--- config.mk ---
export PLATFORM = sky130hd
export DESIGN_NAME = prehisle_io
export DESIGN_NICKNAME = d
export VERILOG_FILES = /design/src/hdl/prehisle_io_pkg.sv /design/src/hdl/m68k_wr_if.sv /design/src/hdl/chip_select.sv /design/src/hdl/ctrl_reg.sv /design/src/hdl/io_read_mux.sv /design/src/hdl/prehisle_io.sv
export VERILOG_INCLUDE_DIRS = /design/src /design/src/hdl
export SDC_FILE = /design/constraint.sdc
export NUM_CORES = 1
export LEC_CHECK = 0
export BUFFER_PORTS_ARGS = -buffer_cell sky130_fd_sc_hd__buf_4
export CORE_ASPECT_RATIO = 1.1
export CORE_MARGIN = 1
export CORE_UTILIZATION = 43
export CTS_CLUSTER_SIZE = 24
export DETAILED_ROUTE_END_ITERATION = 7
export GPL_TIMING_DRIVEN = 0
export PLACE_DENSITY = 0.77
export SYNTH_ARGS = -nofsm -noshare
export SYNTH_HDL_FRONTEND = slang
export SYNTH_HIERARCHICAL = 1
export SYNTH_SLANG_ARGS = --single-unit
--- constraint.sdc ---
create_clock -name clk -period 2.3 [get_ports clk]
set_input_delay 0.115 -clock clk [delete_from_list [all_inputs] [get_ports clk]]
set_output_delay 0.115 -clock clk [all_outputs]
set_load 0.03 [all_outputs]
--- src/hdl/prehisle_io_config.svh ---
// bus widths, control register count and 68000/z80 address map bounds
`ifndef PREHISLE_IO_CONFIG_SVH
`define PREHISLE_IO_CONFIG_SVH

// bus widths
`define M68K_AW         24
`define Z80_AW          16
`define DATA_W          16

// looped control registers
`define NUM_CTRL_REGS   7

// 68000 memory ranges
`define M68K_ROM_START      24'h000000
`define M68K_ROM_END        24'h03ffff
`define M68K_RAM_START      24'h070000
`define M68K_RAM_END        24'h073fff
`define M68K_TXT_RAM_START  24'h090000
`define M68K_TXT_RAM_END    24'h0907ff
`define M68K_SPR_START      24'h0a0000
`define M68K_SPR_END        24'h0a07ff
`define M68K_FG_RAM_START   24'h0b0000
`define M68K_FG_RAM_END     24'h0b3fff
`define M68K_PAL_START      24'h0d0000
`define M68K_PAL_END        24'h0d07ff

// 68000 input words
`define M68K_P2_ADDR        24'h0e0010
`define M68K_COIN_ADDR      24'h0e0020
`define M68K_P1_ADDR        24'h0e0040
`define M68K_DSW1_ADDR      24'h0e0042
`define M68K_DSW2_ADDR      24'h0e0044

// 68000 control register words
`define M68K_FG_SCROLL_Y    24'h0f0000
`define M68K_FG_SCROLL_X    24'h0f0010
`define M68K_BG_SCROLL_Y    24'h0f0020
`define M68K_BG_SCROLL_X    24'h0f0030
`define M68K_INVERT         24'h0f0046
`define M68K_FLIP           24'h0f0060
`define M68K_SOUND_CMD      24'h0f0070

// z80 memory map and io ports
`define Z80_RAM_START       16'hf000
`define Z80_RAM_END         16'hf7ff
`define Z80_LATCH_ADDR      16'hf800
`define Z80_IO_SOUND0       8'h00
`define Z80_IO_SOUND1       8'h20
`define Z80_IO_UPD          8'h40
`define Z80_IO_UPD_R        8'h80

`endif

--- src/hdl/prehisle_io_pkg.sv ---
// control register index enum and select/input structs
`default_nettype none

package prehisle_io_pkg;

    // order matches the generate loop in the top level
    typedef enum logic [2:0] {
        FG_SCROLL_Y = 3'd0,
        FG_SCROLL_X = 3'd1,
        BG_SCROLL_Y = 3'd2,
        BG_SCROLL_X = 3'd3,
        INVERT      = 3'd4,
        FLIP        = 3'd5,
        SOUND_CMD   = 3'd6
    } ctrl_reg_e;

    // 68000 input port read selects
    typedef struct packed {
        logic p1;
        logic p2;
        logic coin;
        logic dsw1;
        logic dsw2;
    } m68k_in_sel_t;

    // z80 memory and io selects
    typedef struct packed {
        logic rom;
        logic ram;
        // sound command latch read
        logic latch;
        // ym3812 address / data
        logic sound0;
        logic sound1;
        // upd7759 write and reset
        logic upd;
        logic upd_r;
    } z80_sel_t;

    // 68000 memory selects
    typedef struct packed {
        logic rom;
        logic ram;
        logic txt_ram;
        logic spr;
        logic pal;
        logic fg_ram;
    } m68k_mem_sel_t;

endpackage

`default_nettype wire

--- src/hdl/m68k_wr_if.sv ---
// m68k_wr_if interface for the qualified 68000 register write bus
`default_nettype none
`include "prehisle_io_config.svh"

interface m68k_wr_if
(
    input logic clk
);

    // one write strobe per control register
    logic [`NUM_CTRL_REGS-1:0] wr_sel;
    // 68000 write data
    logic [`DATA_W-1:0]        wdata;
    // byte lane enables from uds_n / lds_n
    logic                      be_hi;
    logic                      be_lo;

    // address decoder side
    modport decoder
    (
        output wr_sel, wdata, be_hi, be_lo
    );

    // register bank side, sampled on clk
    modport reg_side
    (
        input clk, wr_sel, wdata, be_hi, be_lo
    );

endinterface

`default_nettype wire

--- src/hdl/chip_select.sv ---
// chip_select module, combinational 68000 and z80 address decoder
`default_nettype none
`include "prehisle_io_config.svh"

module chip_select
    import prehisle_io_pkg::*;
(
    // 68000 bus
    input  logic [`M68K_AW-1:0] m68k_a,
    input  logic                m68k_as_n,
    input  logic                m68k_uds_n,
    input  logic                m68k_lds_n,
    input  logic                m68k_rw_n,
    input  logic [`DATA_W-1:0]  m68k_dout,

    // z80 bus
    input  logic [`Z80_AW-1:0]  z80_addr,
    input  logic                mreq_n,
    input  logic                iorq_n,
    input  logic                rfsh_n,

    output m68k_mem_sel_t       mem_sel,
    output m68k_in_sel_t        in_sel,
    output z80_sel_t            z80_sel,
    m68k_wr_if.decoder          wr
);

    // address strobe plus at least one data strobe
    logic m68k_cycle;
    // z80 memory cycle outside refresh
    logic z80_mem_cycle;

    // inclusive range match
    function automatic logic m68k_range
    (
        input logic [`M68K_AW-1:0] addr,
        input logic [`M68K_AW-1:0] lo,
        input logic [`M68K_AW-1:0] hi
    );
        return (addr >= lo) && (addr <= hi);
    endfunction

    // word match, a0 ignored
    function automatic logic m68k_word
    (
        input logic [`M68K_AW-1:0] addr,
        input logic [`M68K_AW-1:0] base
    );
        return addr[`M68K_AW-1:1] == base[`M68K_AW-1:1];
    endfunction

    assign m68k_cycle    = !m68k_as_n && !(m68k_uds_n && m68k_lds_n);
    assign z80_mem_cycle = !mreq_n && rfsh_n;

    // memory ranges
    always_comb
    begin
        mem_sel.rom     = m68k_cycle && m68k_range(m68k_a, `M68K_ROM_START, `M68K_ROM_END);
        mem_sel.ram     = m68k_cycle && m68k_range(m68k_a, `M68K_RAM_START, `M68K_RAM_END);
        mem_sel.txt_ram = m68k_cycle &&
                          m68k_range(m68k_a, `M68K_TXT_RAM_START, `M68K_TXT_RAM_END);
        mem_sel.spr     = m68k_cycle && m68k_range(m68k_a, `M68K_SPR_START, `M68K_SPR_END);
        mem_sel.pal     = m68k_cycle && m68k_range(m68k_a, `M68K_PAL_START, `M68K_PAL_END);
        mem_sel.fg_ram  = m68k_cycle &&
                          m68k_range(m68k_a, `M68K_FG_RAM_START, `M68K_FG_RAM_END);
    end

    // input port words, any direction
    always_comb
    begin
        in_sel.p2   = m68k_cycle && m68k_word(m68k_a, `M68K_P2_ADDR);
        in_sel.coin = m68k_cycle && m68k_word(m68k_a, `M68K_COIN_ADDR);
        // p1 sits in the low byte
        in_sel.p1   = m68k_cycle && m68k_word(m68k_a, `M68K_P1_ADDR);
        in_sel.dsw1 = m68k_cycle && m68k_word(m68k_a, `M68K_DSW1_ADDR);
        in_sel.dsw2 = m68k_cycle && m68k_word(m68k_a, `M68K_DSW2_ADDR);
    end

    // control register writes need rw_n low
    always_comb
    begin
        wr.wr_sel = '0;
        if (m68k_cycle && !m68k_rw_n)
        begin
            wr.wr_sel[FG_SCROLL_Y] = m68k_word(m68k_a, `M68K_FG_SCROLL_Y);
            wr.wr_sel[FG_SCROLL_X] = m68k_word(m68k_a, `M68K_FG_SCROLL_X);
            wr.wr_sel[BG_SCROLL_Y] = m68k_word(m68k_a, `M68K_BG_SCROLL_Y);
            wr.wr_sel[BG_SCROLL_X] = m68k_word(m68k_a, `M68K_BG_SCROLL_X);
            wr.wr_sel[INVERT]      = m68k_word(m68k_a, `M68K_INVERT);
            wr.wr_sel[FLIP]        = m68k_word(m68k_a, `M68K_FLIP);
            wr.wr_sel[SOUND_CMD]   = m68k_word(m68k_a, `M68K_SOUND_CMD);
        end
    end

    // data and lane enables pass straight to the register bank
    assign wr.wdata = m68k_dout;
    assign wr.be_hi = !m68k_uds_n;
    assign wr.be_lo = !m68k_lds_n;

    // z80 memory and io space
    always_comb
    begin
        // rom fills everything below ram
        z80_sel.rom    = z80_mem_cycle && (z80_addr < `Z80_RAM_START);
        z80_sel.ram    = z80_mem_cycle && (z80_addr >= `Z80_RAM_START) &&
                         (z80_addr <= `Z80_RAM_END);
        z80_sel.latch  = z80_mem_cycle && (z80_addr == `Z80_LATCH_ADDR);
        // io decode only looks at the low address byte
        z80_sel.sound0 = !iorq_n && (z80_addr[7:0] == `Z80_IO_SOUND0);
        z80_sel.sound1 = !iorq_n && (z80_addr[7:0] == `Z80_IO_SOUND1);
        z80_sel.upd    = !iorq_n && (z80_addr[7:0] == `Z80_IO_UPD);
        z80_sel.upd_r  = !iorq_n && (z80_addr[7:0] == `Z80_IO_UPD_R);
    end

endmodule

`default_nettype wire

--- src/hdl/ctrl_reg.sv ---
// ctrl_reg module, byte-lane writable control register
`default_nettype none
`include "prehisle_io_config.svh"

module ctrl_reg
(
    input  logic               clk,
    input  logic               rst_n,
    // this register's wr_sel bit
    input  logic               sel,
    m68k_wr_if.reg_side        wr,
    output logic [`DATA_W-1:0] q
);

    localparam int BYTE_W = `DATA_W / 2;

    // upper and lower byte lanes load on their own enables
    always_ff @(posedge clk or negedge rst_n)
    begin
        if (!rst_n)
        begin
            q <= '0;
        end
        else
        begin
            // uds_n lane
            if (sel && wr.be_hi)
            begin
                q[`DATA_W-1:BYTE_W] <= wr.wdata[`DATA_W-1:BYTE_W];
            end
            // lds_n lane
            if (sel && wr.be_lo)
            begin
                q[BYTE_W-1:0] <= wr.wdata[BYTE_W-1:0];
            end
        end
    end

endmodule

`default_nettype wire

--- src/hdl/io_read_mux.sv ---
// io_read_mux module, 68000 and z80 read data with player 1 inversion
`default_nettype none
`include "prehisle_io_config.svh"

module io_read_mux
    import prehisle_io_pkg::*;
(
    input  m68k_in_sel_t       in_sel,
    input  logic               z80_latch_sel,

    // board inputs
    input  logic [7:0]         input_p1,
    input  logic [`DATA_W-1:0] input_p2,
    input  logic [`DATA_W-1:0] input_coin,
    input  logic [`DATA_W-1:0] input_dsw1,
    input  logic [`DATA_W-1:0] input_dsw2,

    // register values
    input  logic [`DATA_W-1:0] invert_val,
    input  logic [`DATA_W-1:0] sound_cmd_val,

    output logic [`DATA_W-1:0] m68k_din,
    output logic [7:0]         z80_din
);

    // any non-zero invert write flips all p1 bits
    logic [7:0] p1_mask;

    assign p1_mask = (invert_val != '0) ? 8'hff : 8'h00;

    // 68000 read data
    always_comb
    begin
        if (in_sel.p1)
        begin
            // upper byte floats high
            m68k_din = {8'hff, input_p1 ^ p1_mask};
        end
        else if (in_sel.p2)
        begin
            m68k_din = input_p2;
        end
        else if (in_sel.coin)
        begin
            m68k_din = input_coin;
        end
        else if (in_sel.dsw1)
        begin
            m68k_din = input_dsw1;
        end
        else if (in_sel.dsw2)
        begin
            m68k_din = input_dsw2;
        end
        else
        begin
            // unmapped reads return all ones
            m68k_din = '1;
        end
    end

    // z80 sees only the low byte of the sound command
    assign z80_din = z80_latch_sel ? sound_cmd_val[7:0] : 8'hff;

endmodule

`default_nettype wire

--- src/hdl/prehisle_io.sv ---
// prehisle_io top level, decoder, control register bank and read mux
`default_nettype none
`include "prehisle_io_config.svh"

module prehisle_io
    import prehisle_io_pkg::*;
(
    input  logic                clk,
    input  logic                rst_n,

    // 68000 bus
    input  logic [`M68K_AW-1:0] m68k_a,
    input  logic                m68k_as_n,
    input  logic                m68k_uds_n,
    input  logic                m68k_lds_n,
    input  logic                m68k_rw_n,
    input  logic [`DATA_W-1:0]  m68k_dout,
    output logic [`DATA_W-1:0]  m68k_din,

    // z80 bus
    input  logic [`Z80_AW-1:0]  z80_addr,
    input  logic                mreq_n,
    input  logic                iorq_n,
    input  logic                rfsh_n,
    output logic [7:0]          z80_din,

    // player, coin and dip inputs
    input  logic [7:0]          input_p1,
    input  logic [`DATA_W-1:0]  input_p2,
    input  logic [`DATA_W-1:0]  input_coin,
    input  logic [`DATA_W-1:0]  input_dsw1,
    input  logic [`DATA_W-1:0]  input_dsw2,

    // 68000 memory selects
    output logic                m68k_rom_cs,
    output logic                m68k_ram_cs,
    output logic                m68k_txt_ram_cs,
    output logic                m68k_spr_cs,
    output logic                m68k_pal_cs,
    output logic                m68k_fg_ram_cs,

    // z80 selects
    output logic                z80_rom_cs,
    output logic                z80_ram_cs,
    output logic                z80_sound0_cs,
    output logic                z80_sound1_cs,
    output logic                z80_upd_cs,
    output logic                z80_upd_r_cs,

    // register outputs to video and sound
    output logic [`DATA_W-1:0]  fg_scroll_x,
    output logic [`DATA_W-1:0]  fg_scroll_y,
    output logic [`DATA_W-1:0]  bg_scroll_x,
    output logic [`DATA_W-1:0]  bg_scroll_y,
    output logic                flip_screen,
    output logic [7:0]          sound_latch
);

    m68k_mem_sel_t      mem_sel;
    m68k_in_sel_t       in_sel;
    z80_sel_t           z80_sel;
    // register bank, indexed by ctrl_reg_e
    logic [`DATA_W-1:0] ctrl_q [`NUM_CTRL_REGS];

    m68k_wr_if wr_bus (.clk(clk));

    chip_select i_chip_select
    (
        .m68k_a     (m68k_a),
        .m68k_as_n  (m68k_as_n),
        .m68k_uds_n (m68k_uds_n),
        .m68k_lds_n (m68k_lds_n),
        .m68k_rw_n  (m68k_rw_n),
        .m68k_dout  (m68k_dout),
        .z80_addr   (z80_addr),
        .mreq_n     (mreq_n),
        .iorq_n     (iorq_n),
        .rfsh_n     (rfsh_n),
        .mem_sel    (mem_sel),
        .in_sel     (in_sel),
        .z80_sel    (z80_sel),
        .wr         (wr_bus.decoder)
    );

    // one register per wr_sel bit
    for (genvar i = 0; i < `NUM_CTRL_REGS; i++)
    begin : g_ctrl
        ctrl_reg i_ctrl_reg
        (
            .clk   (clk),
            .rst_n (rst_n),
            .sel   (wr_bus.wr_sel[i]),
            .wr    (wr_bus.reg_side),
            .q     (ctrl_q[i])
        );
    end

    io_read_mux i_io_read_mux
    (
        .in_sel        (in_sel),
        .z80_latch_sel (z80_sel.latch),
        .input_p1      (input_p1),
        .input_p2      (input_p2),
        .input_coin    (input_coin),
        .input_dsw1    (input_dsw1),
        .input_dsw2    (input_dsw2),
        .invert_val    (ctrl_q[INVERT]),
        .sound_cmd_val (ctrl_q[SOUND_CMD]),
        .m68k_din      (m68k_din),
        .z80_din       (z80_din)
    );

    // select structs out to plain ports
    assign m68k_rom_cs     = mem_sel.rom;
    assign m68k_ram_cs     = mem_sel.ram;
    assign m68k_txt_ram_cs = mem_sel.txt_ram;
    assign m68k_spr_cs     = mem_sel.spr;
    assign m68k_pal_cs     = mem_sel.pal;
    assign m68k_fg_ram_cs  = mem_sel.fg_ram;

    assign z80_rom_cs      = z80_sel.rom;
    assign z80_ram_cs      = z80_sel.ram;
    assign z80_sound0_cs   = z80_sel.sound0;
    assign z80_sound1_cs   = z80_sel.sound1;
    assign z80_upd_cs      = z80_sel.upd;
    assign z80_upd_r_cs    = z80_sel.upd_r;

    // register bank out
    assign fg_scroll_y     = ctrl_q[FG_SCROLL_Y];
    assign fg_scroll_x     = ctrl_q[FG_SCROLL_X];
    assign bg_scroll_y     = ctrl_q[BG_SCROLL_Y];
    assign bg_scroll_x     = ctrl_q[BG_SCROLL_X];
    // only bit 0 of flip matters
    assign flip_screen     = ctrl_q[FLIP][0];
    assign sound_latch     = ctrl_q[SOUND_CMD][7:0];

endmodule

`default_nettype wire

---- Word-level counts from Yosys, hierarchy flattened ----
Index checks and enable logic that the tools add are counted.
W data, S select, Z words.
operators by class
  order comparisons ....................... 15
  equality and inequality tests ........... 16
  multiplexer cells ....................... 8
  bitwise gates (word level) .............. 1
  reductions and logical operators ........ 50
operators by type and width
  operator                count
  $eq A23 B19 Y1 const B  12
  $ge A24 B20 Y1 const B  4
  $le A24 B20 Y1 const B  4
  $mux W16                5
  $logic_and A1 B1 Y1     41
  $ge A24 B1 Y1 const B   1
  $ge A24 B19 Y1 const B  1
  $le A24 B18 Y1 const B  1
  $le A24 B19 Y1 const B  1
  $eq A16 B16 Y1 const B  1
  $ge A16 B16 Y1 const B  1
  $le A16 B16 Y1 const B  1
  $lt A16 B16 Y1 const B  1
  $mux W8                 2
  $reduce_bool A16 Y1     1
  $eq A8 B6 Y1 const B    1
  $eq A8 B7 Y1 const B    1
  $eq A8 B8 Y1 const B    1
  $logic_not A8 Y1        1
  $xor A8 B8 Y8           1
  $logic_not A1 Y1        7
  $mux W7                 1
word-level totals
  register bits after elaboration ......... 89
  bits of input ports ..................... 137
  output and inout port bits .............. 109
  word-level logic and storage cells ...... 102

---- Depth between registers and ports, before layout ----
Gate-level depths: netlist of the first run.
  word-level depth ........................ 9
  gate-level depth with buffers ........... 9
  gate-level depth less buffers ........... 7

---- By module ----
Netlist of the first run, hierarchy kept.
by module, submodules not included
  module       instances  cells an instance  area an instance (µm²)  seq. area each (µm²)
  ctrl_reg     7          34                 593.1                   400.4
  io_read_mux  1          141                838.3                   0.0
  chip_select  1          84                 523.0                   0.0

---- Worst setup path before layout of the first run ----
OpenSTA, ideal clock, no wires.
  kind .................................... input to output
  start point ............................. input m68k_a[20]
  end point ............................... output m68k_din[13]
  data arrival time ....................... 2,591 ps
  required time ........................... 2,185 ps
  slack ................................... -406 ps
  stages on the path ...................... 8
  cells stage by stage .................... nor4_1 > nand4_1 > clkbuf_1 > nor4_1 > buf_2 > buf_1 > a21oi_1 > a21oi_1
RTL lines
  what             line               source
  start, declared  prehisle_io.sv:12  input logic [`M68K_AW-1:0] m68k_a,
  end, declared    prehisle_io.sv:18  output logic [`DATA_W-1:0] m68k_din,

==> results.toml, run 1 <==
[routing]
drt_iter0_markers = 148
wire_per_inst_um = 18.0
ant_nets = 0
vias_per_cell = 5.30
drc_errors = 0
finalWirelength_um = 14800
dr.pass1.iters = 4
route.vias.total = 4343

[layout]
final_cell_mix = "249 x buf_4, 89 x mux2_2, 89 x dfrtp_1"
largest_registers = "g_ctrl.i_ctrl_reg/q (89)"
drive_gt1_frac = 0.640
area_growth_pct = 56.7
final_core_util = 0.697
num-fill-cells = 766
multi_input_area_mm2 = 0.00228
ff_latch_area_mm2 = 0.00223
final_common_cell = "buf_4"
nets = 809
insertedDiodeCount = 0
largest_register = "g_ctrl.i_ctrl_reg/q"
largest_reg_flops = 89

[synth]
synth.avg_cell_area_um2 = 11.2
yosys_warnings = 6
syn_area_mm2 = 0.00467
syn_inst = 415
syn_nets = 552

[floorplanning]
initial_utilization = 0.445
core_area_mm2 = 0.0105
core.rowCount = 39
die_area_mm2 = 0.0113
die_h_um = 111
io_pins = 246
die_w_um = 101

[worst_setup_path]
r2r-start = "g_ctrl[6].i_ctrl_reg/q[6]$_DFFE_PN0P_"
start_kind = "input port"
cp_common_cell = "buf_6"
cp_max_fo = 6
critical_path_required_ns = 2.18
cp_slowest_stage_delay_ns = 0.33
reg2reg_to = "g_ctrl[6].i_ctrl_reg/q[6]$_DFFE_PN0P_"
worstSetupEndpoint = "m68k_din[7]"
crit_arrival_ns = 2.27
cp_num_cells = 12
r2r_cells = 1
path_delay_family = "compound AO/OA/AOI/OAI gates"
setup.worst_path.start = "m68k_a[20]"
slowest_stage = "a221o_1"
cp-end-kind = "output port"
cp_num_buf_inv = 5
cp_cell_sequence = "buf_6 -> nor4_4 -> nand4_1 -> buf_4 -> nor4_4 -> buf_6 -> nor2b_4 -> buf_6 -> a221o_1 -> a221o_1 -> o211ai_2 -> buf_6"
r2r_setup_slack_ns = 1.49
path_class = "in2out"

[worst_hold_path]
min_path_type = "in2async"

[global_route]
grt_max_degree = 90
overflow = 0
grt_pass1_wl_um = 22400
antenna_found_initial = 0
grt_pass1_vias = 4459
grt.total_usage = 0.260

[placement]
dp_slack_ns = -0.543
hpwl_um = 10900
routabilityCongestion = 0.824
place.port_buffers = 228

[clocking]
cts_root_buf = "clkbuf_16"
path_clk_slew_ns = 0.06
cts_buffers = 9
clock_sinks = 89
insertion_delay_ns = 0.33
clockBufferDepth = 2
cts_max_level = 3
tritoncts = "done"

[timing]
setup_viol = 8
fin_worst_skew_ns = 0
slew_headroom = 0.275
timing.final.ws_setup_ns = -0.0861
finalCritPeriodShare = 1.04
worst_slew_pin_slew_ns = 1.09
min_period_ns = 2.39
setup_tns_ns = -0.372
hold_ws_ns = -0.0175
hold_viol_final = 11
rsz0062_at_grt = "true"
fmax_ghz = 0.419
drv_slew = 0

[power_and_ir_drop]
power_frac_comb = 0.091
clkPwrFrac = 0.455
ir_drop_uv = 612
switching_power_mw = 0.729
switching_share = 0.211
power.density_mw_per_mm2 = 472
pwr-share-seq = 0.454
p_leak_nw = 3.87
power.internal_mw = 2.72

[status]
status = "complete, but fails checks"
violations = "negative hold slack, negative setup slack"

[job]
drv_cap = 0
[stage by stage]
stage               std cells  power [mW]  area (µm²)  hold WS, ns
finish                    820        3.45        7310      -0.0175
global route              820        3.57        7310       0.0419
CTS                       815        3.48        7180       0.0178
detailed placement        786        1.89        6630        0.382
global placement          786        1.88        6630        0.365
floorplan                 415        1.67        4740       -0.181
[worst min path at each step]
| stage | start | to | slack, ns | cells past startpoint |
|---|---|---|---|---|
| after detailed placement | rst_n | g_ctrl[3].i_ctrl_reg/q[4]$_DFFE_PN0P_ | 0.38 | 1 |
| final | rst_n | g_ctrl[3].i_ctrl_reg/q[4]$_DFFE_PN0P_ | -0.02 | 1 |
| after global placement | rst_n | g_ctrl[3].i_ctrl_reg/q[4]$_DFFE_PN0P_ | 0.37 | 1 |
| after global routing | m68k_dout[14] | g_ctrl[0].i_ctrl_reg/q[14]$_DFFE_PN0P_ | 0.04 | 2 |
| after floorplan | rst_n | g_ctrl[0].i_ctrl_reg/q[0]$_DFFE_PN0P_ | -0.18 | 0 |
| after CTS | rst_n | g_ctrl[3].i_ctrl_reg/q[4]$_DFFE_PN0P_ | 0.02 | 1 |
[routing by layer]
| metal | wire length [µm] | up-vias | share of wire | global-route usage |
|---|---|---|---|---|
| met1 | 5350 | 2114 | 0.36 | 0.278 |
| met5 | 0 | - | 0 | 0 |
| met2 | 7860 | 188 | 0.53 | 0.465 |
| met4 | 355 | 0 | 0.024 | 0.103 |
| met3 | 1220 | 36 | 0.083 | 0.0845 |
| li1 | - | 2005 | - | - |
[power by group through the flow]
stage	clock network, mW	logic (mW)	registers, mW
after floorplan	0	0.0745	1.59
after global placement	0	0.288	1.59
after detailed placement	0	0.297	1.59
after CTS	1.61	0.307	1.57
after global routing	1.67	0.341	1.56
final	1.57	0.314	1.57
[what timing repair did]
| action | in CTS | in global routing |
|---|---|---|
| hold buffers | 0 | 0 |
| endpoints found under the setup margin | 24 | 16 |
| setup buffers | 12 | 5 |
| resized for setup | 30 | 23 |
| cloned | 1 | 0 |
| pin swaps | 14 | 15 |
[area by class of cell]
cell class	instances	area share
Multi-Input combinational cell	256	0.312
Sequential cell	89	0.305
Timing Repair Buffer	246	0.260
Buffer	29	0.0332
Clock buffer	10	0.0327
Tap cell	143	0.0245
Inverter	41	0.0211
Clock inverter	6	0.0120
Power figures use the tool's default switching activity.
==> run 2: changes to the inputs <==
--- a/config.mk
+++ b/config.mk
@@ -14,6 +14,7 @@
 export DETAILED_ROUTE_END_ITERATION = 7
 export GPL_TIMING_DRIVEN = 0
 export PLACE_DENSITY = 0.77
+export REMOVE_ABC_BUFFERS = 1
 export SYNTH_ARGS = -nofsm -noshare
 export SYNTH_HDL_FRONTEND = slang
 export SYNTH_HIERARCHICAL = 1
==> run 2 against run 1 <==
Die area did not move. Worst setup slack got worse by 0.017 ns. Clock skew did not move. Final area fell by 0.24%. Register-to-register slack improved by 0.02 ns. Maximum frequency fell by 0.72%. The flow still finishes with violations (negative hold slack, negative setup slack). Non-clock buffer count rose by 2. Via count fell by 1.4%. Critical endpoint is now m68k_din[4]. Combinational power barely moved. Sequential power barely moved.
==> results.toml, run 2 (synthesis gave the netlist of run 1 again) <==
[timing]
slew_headroom = 0.273
hold_ws_ns = -0.0170
finalCritPeriodShare = 1.04
fmax_ghz = 0.416
setup_viol = 13
worst_slew_pin_slew_ns = 1.09
rsz0062_at_grt = "true"
setup_tns_ns = -0.564
min_period_ns = 2.40
hold_viol_final = 12
fin_worst_skew_ns = 0
drv_slew = 0
timing.final.ws_setup_ns = -0.103

[global_route]
grt_pass1_vias = 4109
grt_pass1_wl_um = 20600
antenna_found_initial = 0
overflow = 0
grt.total_usage = 0.239
grt_max_degree = 90

[worst_setup_path]
slowest_stage = "a221o_2"
cp-end-kind = "output port"
critical_path_required_ns = 2.18
r2r_cells = 1
r2r_setup_slack_ns = 1.51
path_delay_family = "compound AO/OA/AOI/OAI gates"
setup.worst_path.start = "m68k_a[23]"
r2r-start = "g_ctrl[3].i_ctrl_reg/q[9]$_DFFE_PN0P_"
cp_cell_sequence = "buf_8 -> nor4_4 -> nand4_1 -> buf_6 -> nor4_4 -> nor2b_4 -> buf_12 -> a221o_2 -> a221o_1 -> o211ai_1 -> buf_4"
reg2reg_to = "g_ctrl[3].i_ctrl_reg/q[9]$_DFFE_PN0P_"
path_class = "in2out"
start_kind = "input port"
cp_max_fo = 7
crit_arrival_ns = 2.29
cp_common_cell = "nor4_4"
cp_num_buf_inv = 4
cp_slowest_stage_delay_ns = 0.35

[power_and_ir_drop]
pwr-share-seq = 0.462
switching_share = 0.199
switching_power_mw = 0.675
ir_drop_uv = 620
power.density_mw_per_mm2 = 465
power.internal_mw = 2.71
finalPower_mw = 3.39
clkPwrFrac = 0.446
power_frac_comb = 0.092
p_leak_nw = 3.88

[clocking]
insertion_delay_ns = 0.33
tritoncts = "done"
clock_sinks = 89
path_clk_slew_ns = 0.06
cts_max_level = 3
clockBufferDepth = 2
cts_root_buf = "clkbuf_16"
cts_buffers = 9
ctsHoldBuffers = 0

[job]
drv_cap = 0

[layout]
final_cell_mix = "257 x buf_4, 89 x mux2_2, 89 x dfrtp_1"
area_growth_pct = 56.3
largest_registers = "g_ctrl.i_ctrl_reg/q (89)"
final_common_cell = "buf_4"
largest_reg_flops = 89
nets = 811
drive_gt1_frac = 0.615
final_core_util = 0.695
largest_register = "g_ctrl.i_ctrl_reg/q"

[placement]
dp_slack_ns = -0.977
place.port_buffers = 244
routabilityCongestion = 0.837
hpwl_um = 10400

[routing]
drt_iter0_markers = 184
drc_errors = 0
vias_per_cell = 5.21
route.vias.total = 4284
finalWirelength_um = 14200
ant_nets = 0
wire_per_inst_um = 17.2
dr.pass1.iters = 4

[floorplanning]
io_pins = 246
die_h_um = 111
core_area_mm2 = 0.0105
initial_utilization = 0.445
core.rowCount = 39
die_area_mm2 = 0.0113
die_w_um = 101

[worst_hold_path]
min_path_type = "in2async"

[status]
violations = "negative hold slack, negative setup slack"
status = "complete, but fails checks"
[run 2: cell count changes in the layout (fill, tap and decap cells not counted), moves of 2 or more]
cell      delta
a21oi_1     +10
a21oi_2      -9
buf_4        +8
buf_6        -6
clkbuf_4     -4
a221oi_1     +3
a221oi_2     -3
buf_8        +3
nor4_2       -3
buf_12       +2
clkbuf_1     +2
inv_6        -2
nor4_4       +2
[run 2: area by class of cell]
type / count / area [µm²]
sequential: 89 / 2230
multi-input combinational: 256 / 2220
clock inverter: 3 / 65.1
timing repair buffer: 277 / 2200
fill: 780 / 3200
inverter: 41 / 154
antenna: 1 / 2.50
tap: 143 / 179
clock buffer: 12 / 246
[run 2: power by group through the flow]
stage | clock network (mW) | logic, mW | registers [mW]
final | 1.51 | 0.311 | 1.57
after global placement | 0 | 0.283 | 1.59
after floorplan | 0 | 0.0434 | 1.59
after detailed placement | 0 | 0.292 | 1.59
after global routing | 1.60 | 0.338 | 1.56
after CTS | 1.55 | 0.302 | 1.57
[run 2: routing by layer]
| metal | GRT usage | part of all wire | routed length, µm | vias up |
|---|---|---|---|---|
| met4 | 0.0908 | 0.021 | 294 | 0 |
| met5 | 0 | 0 | 0 | - |
| met1 | 0.253 | 0.37 | 5250 | 2092 |
| met3 | 0.0549 | 0.069 | 975 | 24 |
| li1 | - | - | - | 2012 |
| met2 | 0.447 | 0.54 | 7640 | 156 |
[run 2: repair_timing]
action / 4_1_cts / 5_1_grt
gates resized for setup: 18 / 20
pin swaps: 13 / 15
endpoints found under the setup margin: 104 / 16
cloned: 0 / 1
buffers inserted: 10 / 16
[run 2: how the worst max path moves through the flow]
stage | endpoint | slack (ns) | depth (start not counted)
after global placement | m68k_din[2] | -3.17 | 8
after detailed placement | m68k_din[2] | -0.98 | 9
after global routing | m68k_din[4] | -0.18 | 11
after CTS | m68k_din[1] | -0.13 | 11
final | m68k_din[4] | -0.10 | 11
after floorplan | m68k_din[0] | -1.93 | 6
[run 2: stage by stage]
| step | area (µm²) | cells |
|---|---|---|
| floorplan | 4470 | 386 |
| CTS | 7070 | 804 |
| detailed placement | 6550 | 779 |
| global route | 7290 | 821 |
| global placement | 6480 | 773 |
| finish | 7290 | 822 |
==> run 3: changes to the inputs <==
--- a/config.mk
+++ b/config.mk
@@ -12,7 +12,6 @@
 export CORE_UTILIZATION = 43
 export CTS_CLUSTER_SIZE = 24
 export DETAILED_ROUTE_END_ITERATION = 7
-export GPL_TIMING_DRIVEN = 0
 export PLACE_DENSITY = 0.77
 export REMOVE_ABC_BUFFERS = 1
 export SYNTH_ARGS = -nofsm -noshare
==> run 3 against run 2 <==
The flow finishes with violations (negative setup slack). Largest cell class unchanged. Count of clock-buffer cells in the layout down 1. Die area unchanged. Worst setup slack better by 0.075 ns. Largest power group unchanged.
==> results.toml, run 3 (synthesis gave the netlist of run 1 again) <==
[global_route]
grt.total_usage = 0.259
overflow = 0
antenna_found_initial = 1
grt_pass1_wl_um = 22400
grt_max_degree = 59
grt_pass1_vias = 4496

[clocking]
cts_buffers = 9
path_clk_slew_ns = 0.06
cts_root_buf = "clkbuf_16"
clock_sinks = 89
tritoncts = "done"
insertion_delay_ns = 0.33
cts_max_level = 3
clockBufferDepth = 2

[floorplanning]
io_pins = 246
die_h_um = 111
core.rowCount = 39
core_area_mm2 = 0.0105
initial_utilization = 0.445
die_w_um = 101
die_area_mm2 = 0.0113

[layout]
num-fill-cells = 807
multi_input_area_mm2 = 0.00219
largest_reg_flops = 89
final_cell_mix = "264 x buf_4, 89 x mux2_2, 89 x dfrtp_1"
drive_gt1_frac = 0.611
final_common_cell = "buf_4"
ff_latch_area_mm2 = 0.00223
largest_registers = "g_ctrl.i_ctrl_reg/q (89)"
largest_register = "g_ctrl.i_ctrl_reg/q"
area_growth_pct = 53.4
nets = 812

[status]
violations = "negative setup slack"
status = "complete, but fails checks"

[placement]
place.port_buffers = 244
hpwl_um = 11000
routabilityCongestion = 0.903

[timing]
min_period_ns = 2.33
drv_slew = 0
setup_tns_ns = -0.0500
setup_viol = 3
fin_worst_skew_ns = 0
worst_slew_pin_slew_ns = 0.734
finalCritPeriodShare = 1.01
rsz0062_at_grt = "true"
timing.final.ws_setup_ns = -0.0282
hold_viol_final = 0
slew_headroom = 0.510
fmax_ghz = 0.430

[worst_setup_path]
cp-end-kind = "output port"
critical_path_required_ns = 2.18
worstSetupEndpoint = "m68k_din[9]"
setup.worst_path.start = "m68k_a[20]"
cp_max_fo = 7
start_kind = "input port"
r2r_setup_slack_ns = 1.52
reg2reg_to = "g_ctrl[6].i_ctrl_reg/q[2]$_DFFE_PN0P_"
r2r-start = "g_ctrl[6].i_ctrl_reg/q[2]$_DFFE_PN0P_"
path_class = "in2out"
crit_arrival_ns = 2.21
r2r_cells = 1

[routing]
route.vias.total = 4335
ant_nets = 0
wl_met3_um = 1050
met2_length_um = 7730
met1_length_um = 5310
wire_per_inst_um = 17.8
dr.pass1.iters = 6
finalWirelength_um = 14600
top_layer_used = "met4"
drc_errors = 0
drt_iter0_markers = 206
vias_per_cell = 5.27

[power_and_ir_drop]
ir_drop_uv = 607
finalPower_mw = 3.18
power.density_mw_per_mm2 = 444
p_leak_nw = 3.80

[worst_hold_path]
min_path_type = "in2reg"

[job]
drv_cap = 0
run 3: changes by cell type in the layout (fill, tap and decap cells not counted), sizes merged:
cell,change
clkinv,+3
bufinv,-2
clkbuf,-2
dlygate4sd3,+1
nor2b,+1
run 3: repair_timing:
action	4_1_cts	5_1_grt
endpoints found under the setup margin	16	16
pin swaps	9	2
gates resized for setup	15	13
setup buffers	3	0
gates cloned	3	0
hold buffers	1	0
endpoints found under the hold margin	57	0
run 3: worst max-delay path: stages:
cell and delay (ns):
buf_4 0.13, nor4_4 0.27, buf_4 0.15, nand4_1 0.11, buf_4 0.18, nor4_2 0.16, buf_4 0.18, nor2b_4 0.22
buf_6 0.15, a221oi_1 0.08, a21oi_1 0.19, a21oi_1 0.09, buf_4 0.19
run 3: metal layers:
metal	track usage	up-vias
met5	0	-
met4	0.126	0
met3	0.0599	42
met2	0.471	187
met1	0.276	2090
li1	-	2016
run 3: per-stage QoR:
| stage | worst slack [ns] | util | cells | hold slack [ns] | area, µm² |
|---|---|---|---|---|---|
| 4_1_cts | -0.00642 | 0.677 | 822 | 0.0484 | 7110 |
| 3_5_place_dp | -0.187 | 0.641 | 800 | 0.227 | 6720 |
| 3_3_place_gp | -0.136 | 0.641 | 800 | 0.210 | 6720 |
| 6_report | -0.0282 | 0.682 | 823 | 0.0563 | 7160 |
| 5_1_grt | -0.144 | 0.682 | 822 | 0.0596 | 7160 |
| 2_1_floorplan | -1.93 | - | 386 | -0.181 | 4470 |
run 3: area by class of cell:
class	instances	area share
multi-input combinational	257	0.306
antenna	1	0.000350
timing repair buffer	277	0.299
sequential	89	0.311
clock inverter	4	0.00280
tap	143	0.0250
inverter	41	0.0215
clock buffer	11	0.0339
run 3: worst min path at each step:
stage | startpoint | endpoint | cells past startpoint
after global placement | rst_n | g_ctrl[3].i_ctrl_reg/q[2]$_DFFE_PN0P_ | 1
final | m68k_dout[10] | g_ctrl[2].i_ctrl_reg/q[10]$_DFFE_PN0P_ | 2
after detailed placement | rst_n | g_ctrl[3].i_ctrl_reg/q[5]$_DFFE_PN0P_ | 1
after CTS | m68k_dout[10] | g_ctrl[2].i_ctrl_reg/q[10]$_DFFE_PN0P_ | 2
after global routing | m68k_dout[10] | g_ctrl[0].i_ctrl_reg/q[10]$_DFFE_PN0P_ | 2
after floorplan | rst_n | g_ctrl[0].i_ctrl_reg/q[0]$_DFFE_PN0P_ | 0
run 3: where the power goes:
group	switching, mW	internal [mW]	total [mW]	leakage (nW)
combinational	0.138	0.177	0.315	2.42
clock	0.550	0.747	1.30	0.135
sequential	0.000000623	1.57	1.57	1.24
total	0.688	2.49	3.18	3.80
